===== src/hw/afe_pkg.sv =====
// Analog front-end shared definitions
// Sample, gain and offset types, APB geometry, region map and reset values

package afe_pkg;

  // Sample path
  localparam int SMP_W = 14;
  typedef logic signed [SMP_W-1:0] sample_t;
  typedef logic signed [SMP_W-1:0] offset_t;
  localparam sample_t SMP_MAX = sample_t'(14'h1fff);
  localparam sample_t SMP_MIN = sample_t'(14'h2000);

  // Gain in fixed point, 2 integer and 14 fractional bits
  localparam int GAIN_W    = 16;
  localparam int GAIN_FRAC = 14;
  typedef logic signed [GAIN_W-1:0] gain_t;
  localparam gain_t GAIN_UNITY = gain_t'(16384);

  // APB geometry, region select in the top address bits
  localparam int APB_AW      = 16;
  localparam int APB_DW      = 32;
  localparam int REG_SEL_LSB = 12;
  localparam int REG_W       = APB_AW - REG_SEL_LSB;
  typedef logic [REG_W-1:0] region_t;
  localparam region_t REG_HK  = region_t'(0);
  localparam region_t REG_CAL = region_t'(1);

  // Housekeeping constants
  localparam logic [APB_DW-1:0] AFE_ID = 32'h4146_4501;
  localparam logic [7:0] LED_RST  = 8'h00;
  localparam offset_t    OFFS_RST = offset_t'(0);

endpackage


===== src/hw/apb_if.sv =====
// APB bus bundle between the address decoder and the register blocks
// Requester side drives the request, completer side answers

`timescale 1ns/1ps

interface apb_if;
  import afe_pkg::*;

  // Request
  logic              psel;
  logic              penable;
  logic              pwrite;
  logic [APB_AW-1:0] paddr;
  logic [APB_DW-1:0] pwdata;

  // Response
  logic [APB_DW-1:0] prdata;
  logic              pready;
  logic              pslverr;

  // Decoder side
  modport requester (
    output psel, penable, pwrite, paddr, pwdata,
    input  prdata, pready, pslverr
  );

  // Register block side
  modport completer (
    input  psel, penable, pwrite, paddr, pwdata,
    output prdata, pready, pslverr
  );

endinterface


===== src/hw/apb_decoder.sv =====
// APB address decoder
// Splits the top APB bus into regions by address bits 15:12,
// forwards the request to one completer and returns its response.
// Regions without a completer get an immediate error

`timescale 1ns/1ps

module apb_decoder (
  input  logic                        adc_clk,
  input  logic                        top_rst,
  input  logic                        psel_i,
  input  logic                        penable_i,
  input  logic                        pwrite_i,
  input  logic [afe_pkg::APB_AW-1:0]  paddr_i,
  input  logic [afe_pkg::APB_DW-1:0]  pwdata_i,
  output logic [afe_pkg::APB_DW-1:0]  prdata_o,
  output logic                        pready_o,
  output logic                        pslverr_o,
  apb_if.requester                    hk_bus,
  apb_if.requester                    cal_bus
);
  import afe_pkg::*;

  region_t region;
  logic    hk_hit;
  logic    cal_hit;

  // Region number from the top address nibble
  assign region  = paddr_i[APB_AW-1:REG_SEL_LSB];
  assign hk_hit  = (region == REG_HK);
  assign cal_hit = (region == REG_CAL);

  //////////////////////////////////////////////////////////////////////
  // Request fan-out
  //////////////////////////////////////////////////////////////////////

  // Select and enable only reach the hit completer
  assign hk_bus.psel    = psel_i & hk_hit;
  assign hk_bus.penable = penable_i & hk_hit;
  assign hk_bus.pwrite  = pwrite_i;
  assign hk_bus.paddr   = paddr_i;
  assign hk_bus.pwdata  = pwdata_i;

  assign cal_bus.psel    = psel_i & cal_hit;
  assign cal_bus.penable = penable_i & cal_hit;
  assign cal_bus.pwrite  = pwrite_i;
  assign cal_bus.paddr   = paddr_i;
  assign cal_bus.pwdata  = pwdata_i;

  //////////////////////////////////////////////////////////////////////
  // Response mux
  //////////////////////////////////////////////////////////////////////

  always_comb begin
    if (hk_hit) begin
      prdata_o  = hk_bus.prdata;
      pready_o  = hk_bus.pready;
      pslverr_o = hk_bus.pslverr;
    end else if (cal_hit) begin
      prdata_o  = cal_bus.prdata;
      pready_o  = cal_bus.pready;
      pslverr_o = cal_bus.pslverr;
    end else begin
      // Unmapped region, finish in the access phase with an error
      prdata_o  = '0;
      pready_o  = psel_i & penable_i;
      pslverr_o = psel_i & penable_i;
    end
  end

  // Never two completers selected at once
  a_one_sel: assert property (@(posedge adc_clk) disable iff (top_rst)
    $onehot0({hk_bus.psel, cal_bus.psel}));

endmodule


===== src/hw/hk_regs.sv =====
// Housekeeping registers
// ID word, loopback control and LED register on an APB completer port.
// Zero wait states, error on unknown offsets and on ID writes

`timescale 1ns/1ps

module hk_regs (
  input  logic       adc_clk,
  input  logic       top_rst,
  apb_if.completer   bus,
  output logic       loop_en_o,
  output logic [7:0] led_o
);
  import afe_pkg::*;

  // Register offsets inside the region
  localparam logic [REG_SEL_LSB-1:0] OFS_ID   = 12'h000;
  localparam logic [REG_SEL_LSB-1:0] OFS_CTRL = 12'h004;
  localparam logic [REG_SEL_LSB-1:0] OFS_LED  = 12'h008;

  logic [REG_SEL_LSB-1:0] ofs;
  logic [APB_DW-1:0]      rd_data;
  logic                   access;
  logic                   unmapped;
  logic                   err;
  logic                   wr_en;

  assign ofs    = bus.paddr[REG_SEL_LSB-1:0];
  assign access = bus.psel & bus.penable;

  // Read mux, also flags offsets outside the map
  always_comb begin
    rd_data  = '0;
    unmapped = 1'b0;
    case (ofs)
      OFS_ID:   rd_data = AFE_ID;
      OFS_CTRL: rd_data[0] = loop_en_o;
      OFS_LED:  rd_data[7:0] = led_o;
      default:  unmapped = 1'b1;
    endcase
  end

  // ID is read only
  assign err   = unmapped | (bus.pwrite & (ofs == OFS_ID));
  assign wr_en = access & bus.pwrite & ~err;

  assign bus.prdata  = rd_data;
  assign bus.pready  = access;
  assign bus.pslverr = access & err;

  always_ff @(posedge adc_clk or posedge top_rst) begin
    if (top_rst) begin
      loop_en_o <= 1'b0;
      led_o     <= LED_RST;
    end else if (wr_en) begin
      if (ofs == OFS_CTRL) loop_en_o <= bus.pwdata[0];
      if (ofs == OFS_LED)  led_o     <= bus.pwdata[7:0];
    end
  end

  // Decoder gating keeps enable inside a selected transfer
  a_en_sel: assert property (@(posedge adc_clk) disable iff (top_rst)
    bus.penable |-> bus.psel);

endmodule


===== src/hw/calib_regs.sv =====
// Calibration register file
// Per channel ADC gain, ADC offset, DAC gain and DAC offset.
// Channel c sits at c*0x10, words at +0x0, +0x4, +0x8, +0xC.
// Read data is sign extended, writes keep the low bits

`timescale 1ns/1ps

module calib_regs #(
  parameter int unsigned NUM_CH = 2
) (
  input  logic             adc_clk,
  input  logic             top_rst,
  apb_if.completer         bus,
  output afe_pkg::gain_t   adc_gain_o [NUM_CH],
  output afe_pkg::offset_t adc_offs_o [NUM_CH],
  output afe_pkg::gain_t   dac_gain_o [NUM_CH],
  output afe_pkg::offset_t dac_offs_o [NUM_CH]
);
  import afe_pkg::*;

  // Channel index starts above the 16 byte channel window
  localparam int CH_LSB = 4;

  logic [REG_SEL_LSB-1:CH_LSB] chan;
  logic [1:0]                  word;
  logic                        access;
  logic                        err;
  logic                        wr_en;
  logic [APB_DW-1:0]           rd_data;

  assign chan   = bus.paddr[REG_SEL_LSB-1:CH_LSB];
  assign word   = bus.paddr[CH_LSB-1:2];
  assign access = bus.psel & bus.penable;

  // Channel out of range or a misaligned byte address
  assign err   = (chan >= NUM_CH) | (bus.paddr[1:0] != 2'b00);
  assign wr_en = access & bus.pwrite & ~err;

  //////////////////////////////////////////////////////////////////////
  // Read back
  //////////////////////////////////////////////////////////////////////

  always_comb begin
    rd_data = '0;
    for (int c = 0; c < NUM_CH; c++) begin
      if (chan == c) begin
        case (word)
          2'd0:    rd_data = APB_DW'(adc_gain_o[c]);
          2'd1:    rd_data = APB_DW'(adc_offs_o[c]);
          2'd2:    rd_data = APB_DW'(dac_gain_o[c]);
          default: rd_data = APB_DW'(dac_offs_o[c]);
        endcase
      end
    end
    if (err) rd_data = '0;
  end

  assign bus.prdata  = rd_data;
  assign bus.pready  = access;
  assign bus.pslverr = access & err;

  //////////////////////////////////////////////////////////////////////
  // Register file
  //////////////////////////////////////////////////////////////////////

  always_ff @(posedge adc_clk or posedge top_rst) begin
    if (top_rst) begin
      // Unity gain, no offset
      for (int c = 0; c < NUM_CH; c++) begin
        adc_gain_o[c] <= GAIN_UNITY;
        adc_offs_o[c] <= OFFS_RST;
        dac_gain_o[c] <= GAIN_UNITY;
        dac_offs_o[c] <= OFFS_RST;
      end
    end else if (wr_en) begin
      for (int c = 0; c < NUM_CH; c++) begin
        if (chan == c) begin
          case (word)
            2'd0:    adc_gain_o[c] <= gain_t'(bus.pwdata[GAIN_W-1:0]);
            2'd1:    adc_offs_o[c] <= offset_t'(bus.pwdata[SMP_W-1:0]);
            2'd2:    dac_gain_o[c] <= gain_t'(bus.pwdata[GAIN_W-1:0]);
            default: dac_offs_o[c] <= offset_t'(bus.pwdata[SMP_W-1:0]);
          endcase
        end
      end
    end
  end

endmodule


===== src/hw/linear_cal.sv =====
// Linear calibration stage computing sat(floor(x * gain / 2^14) + offset)
// Two register stages taking a new sample every cycle

`timescale 1ns/1ps

module linear_cal (
  input  logic             adc_clk,
  input  logic             top_rst,
  input  afe_pkg::sample_t smp_i,
  input  afe_pkg::gain_t   gain_i,
  input  afe_pkg::offset_t offs_i,
  output afe_pkg::sample_t smp_o
);
  import afe_pkg::*;

  localparam int PROD_W = SMP_W + GAIN_W;
  // Scaled product plus offset with one guard bit
  localparam int SUM_W  = PROD_W - GAIN_FRAC + 1;

  logic signed [PROD_W-1:0] prod_q;
  logic signed [PROD_W-1:0] prod_shr;
  logic signed [SUM_W-1:0]  sum;
  offset_t                  offs_q;
  sample_t                  sat;

  // Stage 1 registers the full width product
  // Offset travels along so gain and offset change together
  always_ff @(posedge adc_clk or posedge top_rst) begin
    if (top_rst) begin
      prod_q <= '0;
      offs_q <= '0;
    end else begin
      prod_q <= smp_i * gain_i;
      offs_q <= offs_i;
    end
  end

  // Floor division by 2^GAIN_FRAC
  assign prod_shr = prod_q >>> GAIN_FRAC;
  assign sum      = SUM_W'(prod_shr) + SUM_W'(offs_q);

  // Clamp to the 14 bit range
  always_comb begin
    if (sum > SUM_W'(SMP_MAX)) begin
      sat = SMP_MAX;
    end else if (sum < SUM_W'(SMP_MIN)) begin
      sat = SMP_MIN;
    end else begin
      sat = sample_t'(sum);
    end
  end

  // Stage 2
  always_ff @(posedge adc_clk or posedge top_rst) begin
    if (top_rst) smp_o <= '0;
    else         smp_o <= sat;
  end

  // Terms of one sign keep that sign through the clamp
  a_no_wrap_pos: assert property (@(posedge adc_clk) disable iff (top_rst)
    !prod_shr[PROD_W-1] && !offs_q[SMP_W-1] |=> !smp_o[SMP_W-1]);

  a_no_wrap_neg: assert property (@(posedge adc_clk) disable iff (top_rst)
    prod_shr[PROD_W-1] && offs_q[SMP_W-1] |=> smp_o[SMP_W-1]);

endmodule


===== src/hw/afe_channel.sv =====
// One analog front-end channel
// ADC code conversion, loopback select and calibration on the way in,
// calibration and DAC code conversion on the way out

`timescale 1ns/1ps

module afe_channel (
  input  logic                      adc_clk,
  input  logic                      top_rst,
  input  logic [afe_pkg::SMP_W-1:0] adc_raw_i,
  input  afe_pkg::sample_t          dac_src_i,
  input  logic                      loop_en_i,
  input  afe_pkg::gain_t            adc_gain_i,
  input  afe_pkg::offset_t          adc_offs_i,
  input  afe_pkg::gain_t            dac_gain_i,
  input  afe_pkg::offset_t          dac_offs_i,
  output afe_pkg::sample_t          adc_smp_o,
  output logic [afe_pkg::SMP_W-1:0] dac_code_o
);
  import afe_pkg::*;

  sample_t adc_raw_q;
  sample_t adc_mux;
  sample_t dac_cal;

  //////////////////////////////////////////////////////////////////////
  // ADC side
  //////////////////////////////////////////////////////////////////////

  // Unsigned negative slope code to two's complement
  always_ff @(posedge adc_clk or posedge top_rst) begin
    if (top_rst) adc_raw_q <= '0;
    else         adc_raw_q <= {adc_raw_i[SMP_W-1], ~adc_raw_i[SMP_W-2:0]};
  end

  // Loopback takes the calibrated DAC stream instead
  assign adc_mux = loop_en_i ? dac_cal : adc_raw_q;

  linear_cal u_adc_cal (
    .adc_clk (adc_clk),
    .top_rst (top_rst),
    .smp_i   (adc_mux),
    .gain_i  (adc_gain_i),
    .offs_i  (adc_offs_i),
    .smp_o   (adc_smp_o)
  );

  //////////////////////////////////////////////////////////////////////
  // DAC side
  //////////////////////////////////////////////////////////////////////

  linear_cal u_dac_cal (
    .adc_clk (adc_clk),
    .top_rst (top_rst),
    .smp_i   (dac_src_i),
    .gain_i  (dac_gain_i),
    .offs_i  (dac_offs_i),
    .smp_o   (dac_cal)
  );

  // Back to unsigned negative slope code
  always_ff @(posedge adc_clk or posedge top_rst) begin
    if (top_rst) dac_code_o <= '0;
    else         dac_code_o <= {dac_cal[SMP_W-1], ~dac_cal[SMP_W-2:0]};
  end

endmodule


===== src/hw/afe_top.sv =====
// Two channel analog front-end datapath top level
// APB decoder, housekeeping and calibration registers, channel array

`timescale 1ns/1ps

module afe_top #(
  parameter int unsigned NUM_CH = 2
) (
  input  logic                                    adc_clk,
  input  logic                                    top_rst,
  // APB
  input  logic                                    psel_i,
  input  logic                                    penable_i,
  input  logic                                    pwrite_i,
  input  logic [afe_pkg::APB_AW-1:0]              paddr_i,
  input  logic [afe_pkg::APB_DW-1:0]              pwdata_i,
  output logic [afe_pkg::APB_DW-1:0]              prdata_o,
  output logic                                    pready_o,
  output logic                                    pslverr_o,
  // Sample streams
  input  logic [NUM_CH-1:0][afe_pkg::SMP_W-1:0]   adc_dat_i,
  input  afe_pkg::sample_t                        dac_src_i [NUM_CH],
  output afe_pkg::sample_t                        adc_dat_o [NUM_CH],
  output logic [NUM_CH-1:0][afe_pkg::SMP_W-1:0]   dac_dat_o,
  // Board LEDs
  output logic [7:0]                              led_o
);
  import afe_pkg::*;

  apb_if hk_bus ();
  apb_if cal_bus ();

  logic    loop_en;
  gain_t   adc_gain [NUM_CH];
  offset_t adc_offs [NUM_CH];
  gain_t   dac_gain [NUM_CH];
  offset_t dac_offs [NUM_CH];

  //////////////////////////////////////////////////////////////////////
  // Register bus
  //////////////////////////////////////////////////////////////////////

  apb_decoder u_dec (
    .adc_clk   (adc_clk),
    .top_rst   (top_rst),
    .psel_i    (psel_i),
    .penable_i (penable_i),
    .pwrite_i  (pwrite_i),
    .paddr_i   (paddr_i),
    .pwdata_i  (pwdata_i),
    .prdata_o  (prdata_o),
    .pready_o  (pready_o),
    .pslverr_o (pslverr_o),
    .hk_bus    (hk_bus),
    .cal_bus   (cal_bus)
  );

  hk_regs u_hk (
    .adc_clk   (adc_clk),
    .top_rst   (top_rst),
    .bus       (hk_bus),
    .loop_en_o (loop_en),
    .led_o     (led_o)
  );

  calib_regs #(
    .NUM_CH (NUM_CH)
  ) u_cal (
    .adc_clk    (adc_clk),
    .top_rst    (top_rst),
    .bus        (cal_bus),
    .adc_gain_o (adc_gain),
    .adc_offs_o (adc_offs),
    .dac_gain_o (dac_gain),
    .dac_offs_o (dac_offs)
  );

  //////////////////////////////////////////////////////////////////////
  // Channels
  //////////////////////////////////////////////////////////////////////

  // Loopback enable is shared by all channels
  for (genvar c = 0; c < NUM_CH; c++) begin : g_ch
    afe_channel u_ch (
      .adc_clk    (adc_clk),
      .top_rst    (top_rst),
      .adc_raw_i  (adc_dat_i[c]),
      .dac_src_i  (dac_src_i[c]),
      .loop_en_i  (loop_en),
      .adc_gain_i (adc_gain[c]),
      .adc_offs_i (adc_offs[c]),
      .dac_gain_i (dac_gain[c]),
      .dac_offs_i (dac_offs[c]),
      .adc_smp_o  (adc_dat_o[c]),
      .dac_code_o (dac_dat_o[c])
    );
  end

endmodule


===== config.mk =====
export PLATFORM = sky130hd
export DESIGN_NAME = afe_top
export DESIGN_NICKNAME = d
export VERILOG_FILES = /design/src/hw/afe_pkg.sv /design/src/hw/apb_if.sv /design/src/hw/apb_decoder.sv /design/src/hw/hk_regs.sv /design/src/hw/calib_regs.sv /design/src/hw/linear_cal.sv /design/src/hw/afe_channel.sv /design/src/hw/afe_top.sv
export SDC_FILE = /design/constraint.sdc
export NUM_CORES = 2
export LEC_CHECK = 0
export BUFFER_PORTS_ARGS = -buffer_cell sky130_fd_sc_hd__clkbuf_2
export CORE_AREA = 2 2 411 413
export CTS_CLUSTER_DIAMETER = 200
export CTS_CLUSTER_SIZE = 10
export DETAILED_ROUTE_END_ITERATION = 16
export DIE_AREA = 0 0 413 415
export PLACE_DENSITY = 0.5
export SKIP_CTS_REPAIR_TIMING = 1
export SYNTH_ARGS = -nofsm -noshare
export SYNTH_HDL_FRONTEND = slang
export SYNTH_HIERARCHICAL = 1
export SYNTH_SLANG_ARGS = --single-unit

===== constraint.sdc =====
create_clock -name adc_clk -period 6.6 [get_ports adc_clk]
set_input_delay 1.32 -clock adc_clk [delete_from_list [all_inputs] [get_ports adc_clk]]
set_output_delay 1.32 -clock adc_clk [all_outputs]
set_load 0.1 [all_outputs]

## Yosys cells after proc, flatten, opt, wreduce, memory -nomap -nowiden

Index checks and enable logic that the tools add are counted.

| word-level totals | value |
|---|---|
| register bits | 417 |
| output and inout bits | 98 |

| cells by class | value |
|---|---|
| muxes and demuxes | 25 |
| bitwise logic cells | 23 |
| reduce and logical (&&, ||, !) cells | 17 |
| magnitude comparators | 9 |
| multipliers | 4 |
| equal/unequal tests | 6 |
| add/sub/neg operators | 4 |

Operator list:

| cell | count |
|---|---|
| $pmux W32 S3 | 2 |
| $mux W32 | 5 |
| $mux W14 | 10 |
| $mul A14 B16 Y30 | 4 |
| $add A16 B14 Y17 | 4 |
| $gt A17 B14 Y1 const B | 4 |
| $lt A17 B14 Y1 const B | 4 |
| $not A13 Y13 | 4 |
| $reduce_and A3 Y1 | 8 |
| $mux W23 | 1 |
| $and A1 B1 Y1 | 14 |
| $eq A12 B3 Y1 const B | 1 |
| $eq A12 B4 Y1 const B | 1 |
| $logic_not A12 Y1 | 1 |
| $eq A8 B1 Y1 const B | 1 |
| $ge A8 B2 Y1 const B | 1 |
| $logic_not A8 Y1 | 1 |
| $mux W7 | 1 |
| $reduce_or A3 Y1 | 2 |
| $mux W1 | 5 |
| $eq A4 B1 Y1 const B | 1 |
| $logic_not A4 Y1 | 1 |
| $reduce_and A2 Y1 | 2 |
| $not A1 Y1 | 3 |
| other kinds (6) | 7 |

## Depth between registers and ports, before layout

| logic depth | value |
|---|---|
| depth in word-level cells | 7 |
| gate-level depth with buffers | 25 |
| depth with buffers taken out | 23 |

## Modules after synthesis

The synthesis kept the hierarchy.

Modules (own cells, without submodules):

| module | area each (µm²) | sequential area each (µm²) | cells an instance | times used |
|---|---|---|---|---|
| linear_cal at g_ch[0].u_ch.u_adc_cal | 10025.9 | 1101.1 | 1036 | 1 |
| linear_cal at g_ch[0].u_ch.u_dac_cal | 9959.6 | 1101.1 | 1016 | 1 |
| linear_cal at g_ch[1].u_ch.u_dac_cal | 9922.0 | 1101.1 | 1012 | 1 |
| linear_cal at g_ch[1].u_ch.u_adc_cal | 9912.0 | 1101.1 | 1016 | 1 |
| calib_regs | 5894.4 | 3007.9 | 382 | 1 |
| afe_channel | 970.9 | 700.7 | 70 | 2 |
| apb_decoder | 1348.8 | 0.0 | 181 | 1 |
| hk_regs | 701.9 | 225.2 | 73 | 1 |

## Worst setup path before layout

No wires, ideal clock.

| path | value |
|---|---|
| path type | input to register |
| start point | input dac_src_i[19] (netlist name) |
| end point | register g_ch[0].u_ch.u_dac_cal.prod_q[29] |
| stages on the path | 19 |
| path slack | -167 ps |
| path buffers | 1 |
| setup time | 80 ps |
| data arrival time | 6687 ps |
| cell sequence | clkbuf_1 -> nand2_1 -> fa_1 -> fa_1 -> inv_1 -> fa_1 -> fa_1 -> fa_1 -> inv_1 -> fa_1 -> inv_1 -> ha_1 -> a21o_1 -> a21o_1 -> a221o_1 -> a2111oi_4 -> o31ai_1 -> o41ai_2 -> xnor2_1 |

| on the way | value |
|---|---|
| cells in the longest elaborated chain, start to end | 1 |

RTL lines:

| element | line | source |
|---|---|---|
| start, declared | afe_top.sv:22 | `input afe_pkg::sample_t dac_src_i [NUM_CH],` |
| $mul A14 B16 Y30 | linear_cal.sv:33 | `prod_q <= smp_i * gain_i;` |
| end signal, assigned | linear_cal.sv:33 |  |
| end, declared | linear_cal.sv:20 | `logic signed [PROD_W-1:0] prod_q;` |

No other way between the ends.
A chain may end at the register's enable or synchronous reset.

## Worst setup path in the final report

| path | value |
|---|---|
| start point | register u_hk.loop_en_o |
| end point | register g_ch[0].u_ch.u_adc_cal.prod_q[22] |

| on the way | value |
|---|---|
| cells in the longest elaborated chain, start to end | 2 |

RTL lines:

| element | line | source |
|---|---|---|
| start, declared | hk_regs.sv:11 | `output logic loop_en_o,` |
| start signal, assigned | hk_regs.sv:56 | `if (ofs == OFS_CTRL) loop_en_o <= bus.pwdata[0];` |
| $mux W14 | afe_channel.sv:37 | `assign adc_mux = loop_en_i ? dac_cal : adc_raw_q;` |
| via g_ch[0].u_ch.adc_mux[1] | afe_channel.sv:23 | `sample_t adc_mux;` |
| $mul A14 B16 Y30 | linear_cal.sv:33 |  |
| end signal, assigned | linear_cal.sv:33 |  |
| end, declared | linear_cal.sv:20 |  |

The timed path passes the listed nets, and every way through them passes these cells.

==> impl_metrics.tcl <==
set metrics [dict create \
    status "completed" \
    syn_area_mm2 0.0493 \
    die-area_mm2 0.171 \
    portBuffers 190 \
    worstHoldEndpoint "g_ch[0].u_ch/u_dac_cal/offs_q[1]" \
    p_clk_share_pct 39.4 \
    power_frac_seq_pct 41.9 \
    setup_viol 0 \
    cp_slowest_stage_delay_ps 540 \
    endpoint_kind "flip-flop" \
    switching_share_pct 31.3 \
    cts_buffer_depth 3 \
    p_comb_share_pct 18.7 \
    p_switching_mw 1.74 \
    dieWidth_um 413 \
    slowest_stage "fa_1" \
    antenna_found_initial 20 \
    min_from "u_cal/dac_offs_o[15]" \
    cts_tree "built" \
    cap_violations 0 \
    powerDensity_mw_per_mm2 98.3 \
    vias 33100 \
    worst_path_most_repeated_cell "fa_1" \
    start_util_pct 29.6 \
    rsz0062_at_grt "yes" \
    layout-drive-gt1-share_pct 18.8 \
    firstDrtPassIters 6 \
    hold_depth 0 \
    ys_warn_count 6 \
    drc_errors 0 \
    via_per_inst 4.46 \
    drt-total-wl_um 135000 \
    worst-setup-path-type "reg -> reg" \
    insertion_delay_ps 600 \
    cts_made_buffers 42 \
    io_pins 207 \
    timing.rr.start "u_hk/loop_en_o" \
    hold_class "reg -> reg" \
    holdWs_ps 391 \
    gr-total-overflow 0 \
    r2r_end "g_ch[0].u_ch/u_adc_cal/prod_q[22]" \
    fin_nets 6492 \
    die_y_um 415 \
    worstMarginPinSlew_ps 1130 \
    peakVddDrop_v 0.000163 \
    grt_max_degree 84 \
    dp_hpwl_um 112000 \
    fmax_mhz 155 \
    finalWeightedCongestion 0.836 \
    critPathLaunchType "flip-flop" \
    synthToLayoutAreaGrowth_pct 14.7 \
    placementRows 150 \
    hold_viol 0 \
    fin_skew_ps 29.8 \
    worstPathArrival_ps 6930 \
    grt_pass1_wl_um 209000 \
    h-tree-depth 2 \
    drt_iter0_drc 1549 \
    timing.final.crit_share_pct 97.8 \
    r2r_setup_slack_ps 140 \
    core_area_mm2 0.167 \
    cts.sinks 361 \
    path_max_fanout 6 \
    synth_area_per_cell_um2 10.3 \
    grt_pass1_vias 35500 \
    wl_per_cell_um 18.1 \
    cp_data_required_time_ps 7080 \
    root_buffer "clkbuf_16" \
    path_clk_slew_ps 70 \
    power_mw 5.56 \
    post-route-min-period_ps 6460 \
    slew_headroom_pct 24.4 \
    slew_violations 0 \
    reg2reg_depth 25 \
    track_usage_pct 15.7 \
    leakage_nw 28.9 \
    final_antenna_net_count 0 \
    p_int_mw 3.82 \
    synthCells 4808 \
]
[registers in the layout (all words and copies together) (netlist names)]
signal / cells
u_cal/adc_offs_o: 28
u_cal/dac_gain_o: 32
u_cal/dac_offs_o: 28
g_ch.u_ch/u_adc_cal/prod_q: 32
g_ch.u_ch/adc_raw_q: 28
g_ch.u_ch/u_dac_cal/offs_q: 28
g_ch.u_ch/u_adc_cal/smp_o: 28
u_cal/adc_gain_o: 32
g_ch.u_ch/u_dac_cal/prod_q: 32
u_hk/led_o: 8
g_ch.u_ch/dac_code_o: 28
u_hk/loop_en_o: 1
g_ch.u_ch/u_adc_cal/offs_q: 28
g_ch.u_ch/u_dac_cal/smp_o: 28
[cell usage in the layout (no fill, tap or decap), types with 10 or more instances in the layout]
cell	n
clkbuf_2	187
xnor2_1	93
o21bai_1	11
o21ai_0	50
a21o_1	45
o21a_1	14
buf_6	12
nor2_1	147
o21ai_1	10
a22oi_1	13
buf_12	17
a21oi_2	20
xor2_1	53
and3_1	13
ha_4	12
ha_1	324
and2_1	483
clkbuf_16	45
o21ai_2	20
clkbuf_1	32
mux2_4	57
mux4_2	29
a211oi_1	14
buf_4	332
nand2_1	389
nand2b_1	19
nand4_1	19
mux2i_1	36
fa_1	867
a21oi_1	96
nor3_1	24
mux2_2	100
conb_1	16
nor2_2	12
nand3_1	20
inv_2	17
dfrtp_1	356
inv_1	999
[layer usage]
metal	global-route usage [%]	routed length (um)	up-vias	part of all wire (%)
li1	-	-	15400	-
met2	25.5	62100	575	46
met1	22.6	63600	17000	47
met5	0	95	-	0.071
met4	2.94	2510	14	1.9
met3	1.99	6260	128	4.7
[per-stage QoR]
stage               std cells  setup TNS [ps]  cell area (um2)  setup slack [ps]  utilization [%]
floorplan                4823           -2.77            49400             -2.77                -
global placement         7296           -4680            54300              -343             32.6
detailed placement       7296           -5280            54300              -392             32.6
CTS                      7374           -1730            55600              -258             33.3
global route             7409            -125            56600             -42.5             33.9
finish                   7414               0            56600               143             34.0
[worst max-delay path by stage]
| stage | start | to | depth (start not counted) |
|---|---|---|---|
| global route | u_hk/loop_en_o | g_ch[0].u_ch/u_adc_cal/prod_q[22] | 23 |
| detailed placement | dac_src_i[18] | g_ch[0].u_ch/u_dac_cal/prod_q[29] | 21 |
| CTS | u_hk/loop_en_o | g_ch[1].u_ch/u_adc_cal/prod_q[29] | 26 |
| finish | u_hk/loop_en_o | g_ch[0].u_ch/u_adc_cal/prod_q[22] | 25 |
| global placement | dac_src_i[2] | g_ch[1].u_ch/u_dac_cal/prod_q[29] | 25 |
| floorplan | dac_src_i[16] | g_ch[0].u_ch/u_dac_cal/prod_q[29] | 21 |
[worst max-delay path: cells and delay by family (launching register included)]
family | cells | cell delay [ps]
fa+ha+maj | 7 | 3000
compound gates | 6 | 960
simple gates | 3 | 780
buf+inv | 8 | 760
flops | 1 | 480
mux | 1 | 350
[cell type report]
| class | instances | area (um2) |
|---|---|---|
| fill | 17100 | 110000 |
| clock inverter | 4 | 67.6 |
| multi-input combinational | 3193 | 35700 |
| sequential | 361 | 9040 |
| tap | 2204 | 2760 |
| antenna | 5 | 12.5 |
| timing repair buffer | 555 | 4000 |
| inverter | 1018 | 3830 |
| clock buffer | 74 | 1170 |
[power groups by stage]
stage	registers [mW]	logic, mW	clock network [mW]
final	2.33	1.04	2.19
after CTS	2.33	1.02	2.27
after detailed placement	2.37	1.02	0
after floorplan	2.56	0.498	0
after global routing	2.34	1.13	2.36
after global placement	2.37	1.01	0
No activity file was read; power rests on OpenSTA's default activity.
